$ cat src/rtl/buf_ctrl_pkg.sv
// Widths, depths and data types of the block buffer
// 32-bit input beats packed into 128-bit output words

package buf_ctrl_pkg;

	// ----------------------------------------
	// Bus widths
	// ----------------------------------------
	localparam int IN_W    = 32;   // Input beat
	localparam int OUT_W   = 128;  // Local-bus word
	localparam int LANES   = 4;    // Input beats per output word
	localparam int LANE_W  = 2;    // Lane select

	// ----------------------------------------
	// Buffer geometry
	// ----------------------------------------
	localparam int BLK_DEP = 64;   // Input words per block region
	localparam int BLK_NUM = 4;    // Regions in the ring
	localparam int BLK_W   = 2;    // Region number
	localparam int OFS_W   = 6;    // Input-word offset in a region
	localparam int DLEN_W  = 16;   // Reported length

	// Data words
	typedef logic [IN_W-1:0]  in_data_t;
	typedef logic [OUT_W-1:0] out_data_t;

	// Write address counts input words, read address output words
	typedef logic [BLK_W+OFS_W-1:0]        wadd_t;
	typedef logic [BLK_W+OFS_W-LANE_W-1:0] radd_t;

	// One extra bit so a full region of 64 fits
	typedef logic [OFS_W:0] blk_len_t;

	// Stored blocks, 0 to BLK_NUM
	typedef logic [BLK_W:0] blk_cnt_t;

	// Head length in output words, as seen by the reader
	typedef logic [DLEN_W-1:0] dlen_t;

endpackage

$ cat src/rtl/buf_ctrl_if.sv
// Internal buses of the block buffer
// dbuf_if: RAM write and read ports
// blk_evt_if: block complete pulses, status and head length

`timescale 1ns/1ps

// ----------------------------------------
// RAM access
// ----------------------------------------
interface dbuf_if;
	logic                    wen;    // One input word
	buf_ctrl_pkg::wadd_t     wadd;   // {region, offset}
	buf_ctrl_pkg::in_data_t  wdata;
	logic                    ren;    // One output word
	buf_ctrl_pkg::radd_t     radd;
	buf_ctrl_pkg::out_data_t rdata;  // One cycle after ren

	// Write side
	modport wr (
		output wen, wadd, wdata
	);

	// Read side
	modport rd (
		output ren, radd,
		input  rdata
	);

	modport ram (
		input  wen, wadd, wdata, ren, radd,
		output rdata
	);
endinterface

// ----------------------------------------
// Block events and status
// ----------------------------------------
interface blk_evt_if;
	logic                   sof;        // Clear everything
	logic                   wcmp;       // Last word of a block written
	buf_ctrl_pkg::blk_len_t wlen;       // Input words, valid with wcmp
	logic                   rcmp;       // ren of the last word of a block
	logic                   rhold;      // Status hold after rlast
	logic                   not_full;
	logic                   not_empty;
	buf_ctrl_pkg::dlen_t    rd_len;     // Head length, output words
	buf_ctrl_pkg::blk_cnt_t blk_cnt;    // Blocks stored

	modport wr (
		output sof, wcmp, wlen,
		input  not_full
	);

	modport rd (
		input  sof, rd_len, blk_cnt,
		output rcmp, rhold
	);

	modport queue (
		input  sof, wcmp, wlen, rcmp, rhold,
		output not_full, not_empty, rd_len, blk_cnt
	);
endinterface

$ cat src/rtl/blk_write_ctrl.sv
// Input stage of the block buffer
// Beat register, write address ring and block length

`timescale 1ns/1ps

module blk_write_ctrl (
	input  logic                   CLK_O,
	input  logic                   RST,
	input  logic                   tuser,   // SOF pulse
	input  logic                   tvalid,
	input  logic                   tlast,
	input  buf_ctrl_pkg::in_data_t tdata,
	output logic                   tready,
	dbuf_if.wr                     ram,
	blk_evt_if.wr                  evt
);

	logic                                accept;     // Beat taken this edge
	logic                                beat_vld;   // Registered beat waiting for RAM
	logic                                beat_last;
	buf_ctrl_pkg::in_data_t              beat_data;
	logic [buf_ctrl_pkg::BLK_W-1:0]      blk;        // Current region
	logic [buf_ctrl_pkg::OFS_W-1:0]      ofs;        // Next word in region

	// Room left and no last beat still in flight
	assign tready = evt.not_full;
	assign accept = tvalid & tready;

	// ----------------------------------------
	// Beat register
	// ----------------------------------------
	always_ff @(posedge CLK_O or posedge RST) begin
		if (RST) begin
			beat_vld  <= 1'b0;
			beat_last <= 1'b0;
		end else begin
			beat_vld  <= accept;
			beat_last <= accept & tlast;  // Marks the pending last beat
		end
	end

	always_ff @(posedge CLK_O) begin
		if (accept) begin
			beat_data <= tdata;
		end
	end

	// ----------------------------------------
	// Write address ring
	// ----------------------------------------
	always_ff @(posedge CLK_O or posedge RST) begin
		if (RST) begin
			blk <= '0;
			ofs <= '0;
		end else if (tuser) begin  // SOF restarts at region 0
			blk <= '0;
			ofs <= '0;
		end else if (evt.wcmp) begin
			blk <= blk + 1'b1;  // Next region, wraps after the last one
			ofs <= '0;
		end else if (ram.wen) begin
			ofs <= ofs + 1'b1;
		end
	end

	assign ram.wen   = beat_vld;
	assign ram.wadd  = {blk, ofs};
	assign ram.wdata = beat_data;

	// Block events
	assign evt.sof  = tuser;
	assign evt.wcmp = beat_vld & beat_last;
	assign evt.wlen = {1'b0, ofs} + 1'b1;  // Offset of last word plus one

	// Blocked status only lets the pending last beat through
	a_no_write_when_full: assert property (@(posedge CLK_O) disable iff (RST)
		ram.wen && !evt.not_full |-> evt.wcmp);

endmodule

$ cat src/flat_wrapper.sv
// flat-port wrapper written by rule: the top's interface ports become plain ports
module blk_write_ctrl_flat 
  (CLK_O, RST, tuser, tvalid, tlast, tdata, tready, ram_wen, ram_wadd, ram_wdata, evt_sof, evt_wcmp, evt_wlen, evt_not_full);
  dbuf_if ram_i ();
  blk_evt_if evt_i ();
  input  logic CLK_O;
  input  logic RST;
  input  logic tuser;
  input  logic tvalid;
  input  logic tlast;
  input  buf_ctrl_pkg::in_data_t tdata;
  output logic tready;
  output wire logic [$bits(ram_i.wen)-1:0] ram_wen;
  output wire logic [$bits(ram_i.wadd)-1:0] ram_wadd;
  output wire logic [$bits(ram_i.wdata)-1:0] ram_wdata;
  output wire logic [$bits(evt_i.sof)-1:0] evt_sof;
  output wire logic [$bits(evt_i.wcmp)-1:0] evt_wcmp;
  output wire logic [$bits(evt_i.wlen)-1:0] evt_wlen;
  input wire logic [$bits(evt_i.not_full)-1:0] evt_not_full;
  assign ram_wen = ram_i.wen;
  assign ram_wadd = ram_i.wadd;
  assign ram_wdata = ram_i.wdata;
  assign evt_sof = evt_i.sof;
  assign evt_wcmp = evt_i.wcmp;
  assign evt_wlen = evt_i.wlen;
  assign evt_i.not_full = evt_not_full;
  blk_write_ctrl u_core (.CLK_O(CLK_O), .RST(RST), .tuser(tuser), .tvalid(tvalid), .tlast(tlast), .tdata(tdata), .tready(tready), .ram(ram_i), .evt(evt_i));
endmodule
$ cat config.mk
export PLATFORM = sky130hd
export DESIGN_NAME = blk_write_ctrl_flat
export DESIGN_NICKNAME = d
export VERILOG_FILES = /design/src/rtl/buf_ctrl_pkg.sv /design/src/rtl/buf_ctrl_if.sv /design/src/rtl/blk_write_ctrl.sv /design/src/flat_wrapper.sv
export SDC_FILE = /design/constraint.sdc
export NUM_CORES = 1
export LEC_CHECK = 0
export ABC_AREA = 1
export BUFFER_PORTS_ARGS = -buffer_cell sky130_fd_sc_hd__buf_2
export CAP_MARGIN = 20
export CORE_UTILIZATION = 29
export CTS_BUF_LIST = sky130_fd_sc_hd__clkbuf_2 sky130_fd_sc_hd__clkbuf_4 sky130_fd_sc_hd__clkbuf_8
export DETAILED_ROUTE_END_ITERATION = 8
export GPL_TIMING_DRIVEN = 0
export PLACE_DENSITY = 0.68
export SLEW_MARGIN = 20
export SYNTH_ARGS = -nofsm -noshare
export SYNTH_HDL_FRONTEND = slang
export SYNTH_SLANG_ARGS = --single-unit
$ cat constraint.sdc
create_clock -name CLK_O -period 1.2 [get_ports CLK_O]
set_input_delay 0.18 -clock CLK_O [delete_from_list [all_inputs] [get_ports CLK_O]]
set_output_delay 0.18 -clock CLK_O [all_outputs]
set_load 0.02 [all_outputs]
* Word level (Yosys, flattened, before mapping)
Cells that the tools add are included.
** Storage, ports and cells
- Register bits after elaboration :: 42
- Bits of input ports :: 38
- Output and inout bits :: 51
- Logic and storage cells :: 18
** Cells by class
- Mux-type cells :: 5
- Reduce and logical (&&, ||, !) cells :: 2
- Bitwise operators :: 3
- Add/sub/neg operators :: 3
** Operators with widths (number)
- 6-bit 2-to-1 mux :: 3
- 6-bit by 1-bit adder with 7-bit output, second input constant :: 1
- 6-bit by 1-bit adder with 6-bit output, second input constant :: 1
- 2-bit 2-to-1 mux :: 2
- 1-bit bitwise AND :: 3
- 3-bit nonzero test :: 1
- 2-bit by 1-bit adder with 2-bit output, second input constant :: 1
- 2-bit nonzero test :: 1

* Depth between registers and ports, before layout
Gate-level depths: netlist of run 1.
- Depth in word-level cells :: 4
- Depth in mapped cells :: 6
- Mapped depth without buffers :: 6

* Least setup slack after synthesis of run 1
No wires, ideal clock.
- Kind :: reg2out
- From :: reg u_core.ofs[1] (netlist bit)
- To :: out evt_wlen[6]
- Arrival :: 1.356 ns
- Path buffers :: 0
- Cell stages (with the launch flop) :: 4
- Data required time :: 1.020 ns
- Setup slack :: -0.336 ns
- Path through :: dfrtp_1 ha_1 nand3_1 nor3b_1
** On the way
- Cells in the longest elaborated chain, start to end :: 1
** Ends and longest elaborated chain
- from (decl) :: line blk_write_ctrl.sv:23 : logic [buf_ctrl_pkg::OFS_W-1:0] ofs;
- from (signal assigned) :: line blk_write_ctrl.sv:62 : ofs <= ofs + 1'b1;
- 6-bit by 1-bit adder with 7-bit output :: line blk_write_ctrl.sv:73 : assign evt.wlen = {1'b0, ofs} + 1'b1;
- to (decl) :: line flat_wrapper.sv:18 : output wire logic [$bits(evt_i.wlen)-1:0] evt_wlen;
No other way between the ends.

* Worst setup path in the final report of run 1
- From :: reg u_core.ofs[0] (netlist bit)
- To :: out evt_wlen[4]
The elaborated chain is that of the path after synthesis.

==> impl_metrics.json, run 1 <==
{
  "coreArea_um2": 4820,
  "io_pins": 89,
  "critical_path.slowest_cell": "dfrtp_2",
  "syn_area_um2": 1490,
  "finalSetupViolCount": 8,
  "combPwrFrac": 0.115,
  "clock_sinks": 42,
  "cts_buffers": 5,
  "io_buffers": 88,
  "rows": 25,
  "final_hold_viol_count": 0,
  "postLayoutCoreUtil": 0.481,
  "leakage_nw": 1.09,
  "firstDrtPassIters": 4,
  "die-area_um2": 5430,
  "max_slew_margin": 0.732,
  "wire_per_inst_um": 10.9,
  "rsz0062_at_grt": "yes",
  "tightest_slew_ps": 401,
  "finalNonFillerCells": 271,
  "max_stage_delay_ps": 460,
  "dp.cells": 254,
  "nets": 242,
  "cellPowerDensity_nw_per_um2": 1250,
  "worstPathRequired_ps": 1020,
  "place_hpwl_um": 2040,
  "syn_avg_cell_area_um2": 15.0,
  "initialDrtViolationCount": 11,
  "syn_nets": 138,
  "power_switching_mw": 0.696,
  "worstHoldStart": "tdata[6]",
  "switching_share": 0.241,
  "track_usage": 0.103,
  "grt_pass1_wl_um": 3990,
  "p_int_mw": 2.19,
  "violations": "negative setup slack",
  "fin_crit_sh": 1.25,
  "die-height_um": 73.7,
  "maxSlewViolCount": 0,
  "gp_congestion": 0.732,
  "area.growth.synth_to_final_pct": 55.5,
  "seqPwrFrac": 0.582,
  "max_freq_ghz": 0.665,
  "start_util": 0.309,
  "grt_overflow_total": 0,
  "antenna_cells": 0,
  "ctsLongestPathBuffers": 2,
  "crit_fanout": 4,
  "vias": 1083,
  "finalWorstSetupSlack_ps": -305,
  "drive_gt1_frac": 0.603,
  "vias_per_cell": 4.00,
  "ys.warnings.count": 0,
  "maxCapViolCount": 0,
  "ctsHtreeMaxLevel": 2,
  "min_period_ps": 1500,
  "ant_nets": 0,
  "crit_start": "u_core.ofs[0]$_DFFE_PP0P_",
  "cts_root_buf": "clkbuf_8",
  "wl_um": 2960,
  "ir_drop_mv": 0.743,
  "hp-class": "primary input to flip-flop",
  "yosysUniqueCellTypes": 16,
  "critPathLaunchType": "flip-flop",
  "antenna_found_initial": 0,
  "ys_seq_elements": 42,
  "clk_pin_slew_worst_paths_ps": 80,
  "cts_tree": "done",
  "first_global_vias": 986,
  "crit_chain": "ha_4 -> nand3_4 -> xor2_4 -> buf_6",
  "reg2reg_from": "u_core.ofs[0]$_DFFE_PP0P_",
  "status": "finished with violations",
  "route.detailed.drc": 0,
  "ys_seq_area_frac": 0.813,
  "criticalPathCategory": "flip-flop to primary output",
  "clock_skew_ps": 1.12,
  "worst_setup_path_end_kind": "primary output",
  "die_w_um": 73.7,
  "p_clk_frac": 0.302,
  "grt_max_degree": 34,
  "clk_latency_ps": 280,
  "crit_arrival_ps": 1320,
  "netlist_instances": 99
}
worst paths after layout:
kind                       depth (start not counted)                       endpoint  slack [ps]
max                                                4                    evt_wlen[4]        -300
min                                                1  u_core.ram.wdata[6]$_DFFE_PN_          70
max reg2reg                                        7      u_core.ofs[2]$_DFFE_PP0P_        -130
min reg2reg                                        1      u_core.blk[1]$_DFFE_PP0P_         480
max in group asynchronous                          3      u_core.ofs[3]$_DFFE_PP0P_         460
min in group asynchronous                          3      u_core.ofs[4]$_DFFE_PP0P_         430
state kept, by name, indices dropped and copies added, names as in the netlist:
register / count
u_core.ofs: 6
u_core.beat_last: 1
u_core.ram.wen: 1
u_core.ram.wdata: 32
u_core.blk: 2
power groups by stage:
stage	logic (mW)	registers [mW]	clock network [mW]
floorplan	0.0656	1.82	0
global placement	0.318	1.71	0
detailed placement	0.320	1.71	0
CTS	0.329	1.68	0.914
global route	0.357	1.69	0.958
finish	0.333	1.68	0.872
stage by stage:
step / power (mW) / instance area, um2 / worst slack [ps] / hold WS, ps / setup TNS (ps)
final: 2.88 / 2320 / -305 / 66.2 / -1590
after global routing: 3.00 / 2320 / -368 / 44.8 / -2200
after CTS: 2.92 / 2260 / -317 / 51.8 / -1520
after detailed placement: 2.03 / 2080 / -270 / 178 / -8860
after global placement: 2.03 / 2080 / -251 / 177 / -8180
after floorplan: 1.89 / 1560 / -18.5 / 20.0 / -18.5
area by class of cell:
cell class	instances	area, um2
repair inverters	1	7.51
inverters	14	56.3
repair buffers	96	559
flip-flops and latches	42	1220
fillers	443	2500
multi-input cells	41	289
plain buffers	2	15.0
clock inverters	3	20.0
clock buffers	5	68.8
well taps	67	83.8
synth_stat cells:
library cell	count	area, um2
edfxtp_1	32	961
ha_1	1	12.5
dfrtp_1	10	250
xnor2_1	1	8.76
nand2_1	23	86.3
nor3_4	1	16.3
xor2_1	2	17.5
buf_4	2	15.0
nor3b_1	1	7.51
nand3_1	4	20.0
o21ai_0	2	10.0
inv_1	14	52.6
a21oi_1	1	5.00
nor2_1	3	11.3
o21bai_1	1	7.51
and2_2	1	7.51
worst max-delay path: cells and delay by family (launching register included):
family	cells	cell delay, ps
XOR/XNOR	1	170
flip-flops	1	460
buffers and inverters	1	140
AND/OR/NAND/NOR	1	90
adder cells (fa/ha/maj)	1	190
cells by family after synthesis:
| logic type | Yosys count | share of synthesized area |
|---|---|---|
| xor+xnor | 3 | 0.0177 |
| fa+ha+maj | 1 | 0.00840 |
| simple gates | 33 | 0.100 |
| buf+inv | 16 | 0.0454 |
| flops | 42 | 0.813 |
| compound gates | 4 | 0.0151 |
per-layer routing:
| layer | GRT usage | up-vias | wire (um) |
|---|---|---|---|
| li1 | - | 533 | - |
| met1 | 0.0927 | 478 | 1130 |
| met2 | 0.180 | 70 | 1440 |
| met3 | 0.0782 | 2 | 370 |
| met4 | 0.0256 | 0 | 11 |
| met5 | 0 | - | 0 |
timing repair:
action	in CTS	in global routing
cloned	0	1
setup buffers	5	2
resized for setup	12	14
endpoints found under the setup margin	6	43
endpoints found under the hold margin	10	0
hold buffers	1	0
pin swaps	4	5
cells in the final DEF (no fill, tap or decap), types with 3 or more instances in the layout:
cell / instances
dfrtp_2: 4
clkinvlp_4: 3
dfrtp_1: 6
edfxtp_1: 32
inv_1: 11
buf_6: 9
buf_4: 9
clkbuf_8: 5
buf_2: 79
nand2_1: 22
Note: power is estimated with default switching activity, not from simulation.
==> run 2: changes to the inputs <==
CELL_PAD_IN_SITES_DETAIL_PLACEMENT = 2   (was not set)
CELL_PAD_IN_SITES_GLOBAL_PLACEMENT = 2   (was not set)
CORE_UTILIZATION = 27   (was 29)
PLACE_DENSITY = 0.92   (was 0.68)
==> run 2 against run 1 <==
  * The flow still finishes with violations (negative setup slack)
  * Setup slack worse by 41 ps
  * Power up 15%
  * Cell count up 0.74%
  * Critical path depth unchanged
  * Clock-buffer cell count unchanged
  * Global-route usage up 4.3 points
  * Critical path type unchanged
  * Die area up 7.2%
  * Worst hold slack better by 2.6 ps
  * Largest cell class unchanged
  * Via count up 7.4%
  * Combinational power up 5%
==> impl_metrics.json, run 2 (synthesized netlist as in run 1, its figures left out) <==
{
  "worstRegToRegCells": 6,
  "vias_per_cell": 4.26,
  "fin_crit_sh": 1.29,
  "gp_congestion": 0.675,
  "postLayoutCoreUtil": 0.452,
  "leakage_nw": 1.11,
  "status": "finished with violations",
  "reg2reg_from": "u_core.ofs[1]$_DFFE_PP0P_",
  "clock_skew_ps": 1.70,
  "fillCellCount": 531,
  "p_clk_frac": 0.388,
  "seqPwrFrac": 0.508,
  "io_buffers": 88,
  "cellPowerDensity_nw_per_um2": 1410,
  "multi_input_area_um2": 294,
  "min_period_ps": 1550,
  "ir_drop_mv": 0.815,
  "grt_overflow_total": 0,
  "wire_per_inst_um": 15.3,
  "nets": 241,
  "die_w_um": 76.3,
  "place_hpwl_um": 3100,
  "critical_path.slowest_cell": "dfrtp_2",
  "crit_chain": "ha_4 -> nand3_4 -> nor3b_4 -> buf_6",
  "antenna_found_initial": 0,
  "route.detailed.drc": 0,
  "worstPathRequired_ps": 1020,
  "largest_reg_flops": 32,
  "layout_common_cells": "81 x buf_2, 32 x edfxtp_1, 21 x nand2_1",
  "crit_fanout": 5,
  "cts_root_buf": "clkbuf_8",
  "crit_arrival_ps": 1370,
  "fin_worst_hold_slack_ps": 68.8,
  "rsz0062_at_grt": "yes",
  "finalWorstSetupSlack_ps": -346,
  "rows": 26,
  "p_int_mw": 2.61,
  "switching_share": 0.216,
  "ff2ff_setup_slack_ps": -10,
  "violations": "negative setup slack",
  "coreArea_um2": 5200,
  "max_stage_delay_ps": 440,
  "wl_um": 4170,
  "tightest_slew_ps": 415,
  "criticalPathCategory": "flip-flop to primary output",
  "grt_max_degree": 34,
  "hold_depth": 1,
  "maxCapViolCount": 0,
  "clk_pin_slew_worst_paths_ps": 80,
  "final_common_cell": "buf_2",
  "die-height_um": 76.3,
  "final_hold_viol_count": 0,
  "drive_gt1_frac": 0.601,
  "max_slew_margin": 0.723,
  "start_util": 0.286,
  "area.growth.synth_to_final_pct": 58.0,
  "fin_setup_tns_ps": -1580,
  "clock_sinks": 42,
  "initialDrtViolationCount": 16,
  "register_area_um2": 1220,
  "firstDrtPassIters": 4,
  "grt_pass1_wl_um": 6400,
  "maxSlewViolCount": 0,
  "clk_latency_ps": 280,
  "hp-class": "primary input to flip-flop",
  "rr_endpoint": "u_core.ofs[4]$_DFFE_PP0P_",
  "power_switching_mw": 0.717,
  "cts_buffers": 5,
  "track_usage": 0.146,
  "combPwrFrac": 0.105,
  "antenna_cells": 0,
  "ant_nets": 0,
  "whs_endpoint": "u_core.ram.wdata[25]$_DFFE_PN_",
  "worst_setup_path_end_kind": "primary output",
  "worstHoldStart": "tdata[25]",
  "vias": 1163,
  "max_freq_ghz": 0.647,
  "finalSetupViolCount": 7,
  "io_pins": 89,
  "ctsLongestPathBuffers": 2,
  "cts_tree": "done",
  "critPathLaunchType": "flip-flop",
  "die-area_um2": 5820,
  "ctsHtreeMaxLevel": 2,
  "first_global_vias": 1372
}
## run 2: cell count changes in the layout (fill, tap and decap cells not counted), sizes merged
cell      change
clkinvlp      -1
inv           -1
buf           -1
bufinv        +2
## run 2: power groups by stage
stage / sequential, mW / combinational (mW) / clock, mW
after global routing: 1.69 / 0.375 / 1.38
after CTS: 1.69 / 0.349 / 1.34
after global placement: 1.71 / 0.320 / 0
after floorplan: 1.82 / 0.0656 / 0
final: 1.69 / 0.348 / 1.29
after detailed placement: 1.72 / 0.336 / 0
## run 2: layout make-up
| cell class | instances | share of cell area |
|---|---|---|
| Sequential cell | 42 | 0.517 |
| Multi-Input combinational cell | 41 | 0.125 |
| Tap cell | 70 | 0.0372 |
| Buffer | 2 | 0.00638 |
| Timing Repair Buffer | 95 | 0.231 |
| Timing Repair inverter | 1 | 0.00319 |
| Inverter | 14 | 0.0239 |
| Clock inverter | 3 | 0.0271 |
| Clock buffer | 5 | 0.0293 |
## run 2: critical path, delay by kind of cell (launching register included)
kind / cells / cell delay (ps)
AND/OR/NAND/NOR: 2 / 310
flip-flops: 1 / 440
buffers and inverters: 1 / 140
adder cells (fa/ha/maj): 1 / 180
## run 2: per-stage QoR
stage	power (mW)	std cells	setup WS, ps	area (um2)
after floorplan	1.89	99	-18.5	1560
after global placement	2.03	257	-182	2090
after detailed placement	2.06	257	-293	2090
after CTS	3.37	271	-344	2320
after global routing	3.45	273	-412	2350
final	3.32	273	-346	2350
## run 2: how the worst max path moves through the flow
stage / start / to / slack, ps / depth (start not counted)
2_1_floorplan: u_core.ofs[0]$_DFFE_PP0P_ / evt_wlen[6] / -20 / 3
4_1_cts: u_core.ofs[1]$_DFFE_PP0P_ / evt_wlen[4] / -340 / 4
6_report: u_core.ofs[1]$_DFFE_PP0P_ / evt_wlen[6] / -350 / 4
3_5_place_dp: evt_not_full / u_core.ram.wdata[14]$_DFFE_PN_ / -290 / 3
5_1_grt: u_core.ofs[0]$_DFFE_PP0P_ / evt_wlen[6] / -410 / 4
3_3_place_gp: evt_not_full / u_core.ram.wdata[4]$_DFFE_PN_ / -180 / 3
## run 2: routing by layer
| layer | global-route usage | part of all wire | vias to the layer above |
|---|---|---|---|
| li1 | - | - | 529 |
| met1 | 0.129 | 0.33 | 562 |
| met2 | 0.270 | 0.53 | 70 |
| met3 | 0.0922 | 0.14 | 2 |
| met4 | 0.0404 | 0.0050 | 0 |
| met5 | 0 | 0 | - |
## run 2: timing repair
action | 4_1_cts | 5_1_grt
resized for setup | 17 | 6
cloned | 0 | 1
setup endpoints to repair | 8 | 42
hold endpoints to repair | 10 | 0
setup buffers | 5 | 1
hold buffers | 1 | 0
pin swaps | 6 | 2
==> run 3: changes to the inputs <==
ABC_AREA = not set   (was 1)
CORE_UTILIZATION = 28   (was 27)
PLACE_DENSITY = 0.93   (was 0.92)
==> run 3 against run 2 <==
  * The run still ends with negative setup slack left
  * Critical path depth unchanged
  * Combinational power up 8.9%
  * Worst hold slack worse by 1.8 ps
  * Clock-buffer cell count unchanged
  * Design area up 6.5%
  * Routed wire length up 7.9%
  * Cell count up 1.8%
==> impl_metrics.json, run 3 <==
{
  "status": "finished with violations",
  "violations": "negative setup slack",
  "cts_tree": "done",
  "clock_skew_ps": 2.64,
  "hp-class": "primary input to flip-flop",
  "final_hold_viol_count": 0,
  "io_buffers": 87,
  "reg2reg_from": "u_core.ofs[0]$_DFFE_PP0P_",
  "track_usage": 0.164,
  "muxShareOfSynthArea": 0.0139,
  "syn_avg_cell_area_um2": 16.1,
  "p_clk_frac": 0.293,
  "finalSetupViolCount": 11,
  "ff2ff_setup_slack_ps": -260,
  "synth_top_area_cell": "edfxtp_1",
  "synthSimpleGateAreaFrac": 0.0891,
  "cts_root_buf": "clkbuf_8",
  "ir_drop_mv": 0.754,
  "largest_reg_flops": 32,
  "vias_per_cell": 4.30,
  "crit_start": "u_core.ofs[0]$_DFFE_PP0P_",
  "yosys-top-cells-count": "32 x edfxtp_1, 10 x dfrtp_1, 5 x nand2_1, 5 x nand3_1, 5 x nor2_1",
  "grt_max_degree": 34,
  "finish.instance_area_um2": 2500,
  "coreArea_um2": 5170,
  "ys.flop_type": "edfxtp_1",
  "maxCapViolCount": 0,
  "min_period_ps": 1490,
  "first_global_vias": 1402,
  "final_common_cell": "buf_2",
  "power_switching_mw": 0.720,
  "yosysUniqueCellTypes": 27,
  "finalWorstSetupSlack_ps": -287,
  "clock_sinks": 42,
  "grt_pass1_wl_um": 7240,
  "dpl_cell_area_um2": 2140,
  "critPathLaunchType": "flip-flop",
  "firstDrtPassIters": 2,
  "die-height_um": 75.9,
  "place_hpwl_um": 3290,
  "synth_compound_area_frac": 0.0343,
  "antenna_cells": 0,
  "criticalPathCategory": "flip-flop to primary output",
  "synth.most_common_cell": "edfxtp_1",
  "ys_seq_elements": 42,
  "cts_buffers": 5,
  "die_w_um": 75.9,
  "initialDrtViolationCount": 78,
  "cellPowerDensity_nw_per_um2": 1170,
  "tightest_slew_ps": 727,
  "gp_congestion": 0.747,
  "netlist_instances": 95,
  "fin_worst_hold_slack_ps": 67.0,
  "antenna_found_initial": 0,
  "fin_setup_tns_ps": -2130,
  "yosysTopAreaCellShare": 0.628,
  "clk_pin_slew_worst_paths_ps": 80,
  "start_util": 0.296,
  "syn_nets": 134,
  "max_freq_ghz": 0.673,
  "io_pins": 89,
  "syn_area_um2": 1530,
  "combPwrFrac": 0.129,
  "drive_gt1_frac": 0.692,
  "rr_endpoint": "u_core.ofs[2]$_DFFE_PP0P_",
  "critPathCapture": "evt_wlen[4]",
  "worstPathRequired_ps": 1020,
  "wire_per_inst_um": 16.2,
  "grt_overflow_total": 0,
  "ant_nets": 0,
  "maxSlewViolCount": 0,
  "ys_seq_area_frac": 0.791,
  "synth_top_family_by_area": "simple AND/OR/NAND/NOR gates",
  "ys.warnings.count": 0,
  "wl_um": 4500,
  "total_power_mw": 2.93,
  "fin_crit_sh": 1.24,
  "rows": 26,
  "worstRegToRegCells": 6,
  "p_int_mw": 2.21,
  "synth-adder-area-share": 0.00818,
  "max_slew_margin": 0.515,
  "ctsHtreeMaxLevel": 2,
  "crit_arrival_ps": 1310,
  "crit_fanout": 5,
  "nets": 247,
  "worst_setup_path_end_kind": "primary output",
  "area.growth.synth_to_final_pct": 63.7,
  "vias": 1196,
  "rsz0062_at_grt": "yes",
  "die-area_um2": 5760,
  "synth_xor_area_frac": 0.0343,
  "dp_slack_ps": -153,
  "leakage_nw": 1.10,
  "async_reset_ff_frac": 0.238,
  "route.detailed.drc": 0,
  "layout_common_cells": "77 x buf_2, 32 x edfxtp_1, 20 x buf_4",
  "synthTopCellsByArea": "edfxtp_1 63%, dfrtp_1 16%, xnor2_1 1.7%",
  "switching_share": 0.246,
  "ctsLongestPathBuffers": 2,
  "synth_edf_count": 32,
  "clk_latency_ps": 280,
  "seqPwrFrac": 0.577
}
## run 3: cell types whose count changed after synthesis, moves of 2 or more
| cell | previous run | this run |
|---|---|---|
| nand2_1 | 23 | 5 |
| inv_1 | 14 | 4 |
| a21oi_1 | 1 | 3 |
| a31oi_1 | 0 | 2 |
| and2_1 | 0 | 2 |
| buf_2 | 0 | 2 |
| nand2b_1 | 0 | 2 |
| nand3b_1 | 0 | 2 |
| nor2_1 | 3 | 5 |
| xnor2_1 | 1 | 3 |
## run 3: power groups by stage
stage	combinational (mW)	clock, mW	sequential (mW)
floorplan	0.0709	0	1.82
global placement	0.324	0	1.72
detailed placement	0.336	0	1.72
CTS	0.370	0.902	1.69
global route	0.403	0.959	1.70
finish	0.379	0.859	1.69
## run 3: logic make-up (layout without fill, tap and decap cells)
group	after synthesis	in the layout
AO/OA/AOI/OAI	9	9
AND/OR/NAND/NOR	26	26
flip-flops	42	42
multiplexers	2	2
XOR/XNOR	6	6
adder cells (fa/ha/maj)	1	1
buffers and inverters	9	122
## run 3: how the worst min path moves through the flow
| stage | end | slack (ps) | depth (start not counted) | start |
|---|---|---|---|---|
| 4_1_cts | u_core.ram.wdata[17]$_DFFE_PN_ | 60 | 1 | tdata[17] |
| 5_1_grt | u_core.ram.wdata[16]$_DFFE_PN_ | 40 | 1 | tdata[16] |
| 2_1_floorplan | u_core.beat_last$_DFF_PP0_ | 20 | 1 | RST |
| 6_report | u_core.ram.wdata[25]$_DFFE_PN_ | 70 | 1 | tdata[25] |
| 3_5_place_dp | u_core.beat_last$_DFF_PP0_ | 200 | 2 | RST |
| 3_3_place_gp | u_core.beat_last$_DFF_PP0_ | 180 | 2 | RST |
## run 3: layer usage
| layer | global-route usage | vias to the layer above | wire length [um] |
|---|---|---|---|
| met4 | 0.0288 | 0 | 0 |
| met2 | 0.307 | 71 | 2460 |
| met1 | 0.169 | 567 | 1610 |
| li1 | - | 558 | - |
| met5 | 0 | - | 0 |
| met3 | 0.0711 | 0 | 428 |
## run 3: final cells by class
class / instances / area [um2]
Fill cell: 499 / 2670
Sequential cell: 42 / 1220
Timing Repair Buffer: 106 / 643
Multi-Input combinational cell: 44 / 413
Tap cell: 70 / 87.6
Clock buffer: 5 / 68.8
Buffer: 5 / 41.3
Clock inverter: 2 / 15.0
Inverter: 4 / 15.0
## run 3: worst max-delay path, stage by stage (launching register included)
cell,delay (ps)
dfrtp_2,450
ha_4,190
nand3_4,90
xnor2_2,140
buf_4,160
## run 3: repair_timing
action	4_1_cts	5_1_grt
setup endpoints to repair	9	15
gates resized for setup	21	15
hold endpoints to repair	10	0
pin swaps	3	6
hold buffers	1	0
setup buffers	14	4
## run 3: through the flow
stage           util  std cells
2_1_floorplan      -         95
3_3_place_gp   0.414        252
3_5_place_dp   0.414        252
4_1_cts        0.465        274
5_1_grt        0.484        278
6_report       0.484        278
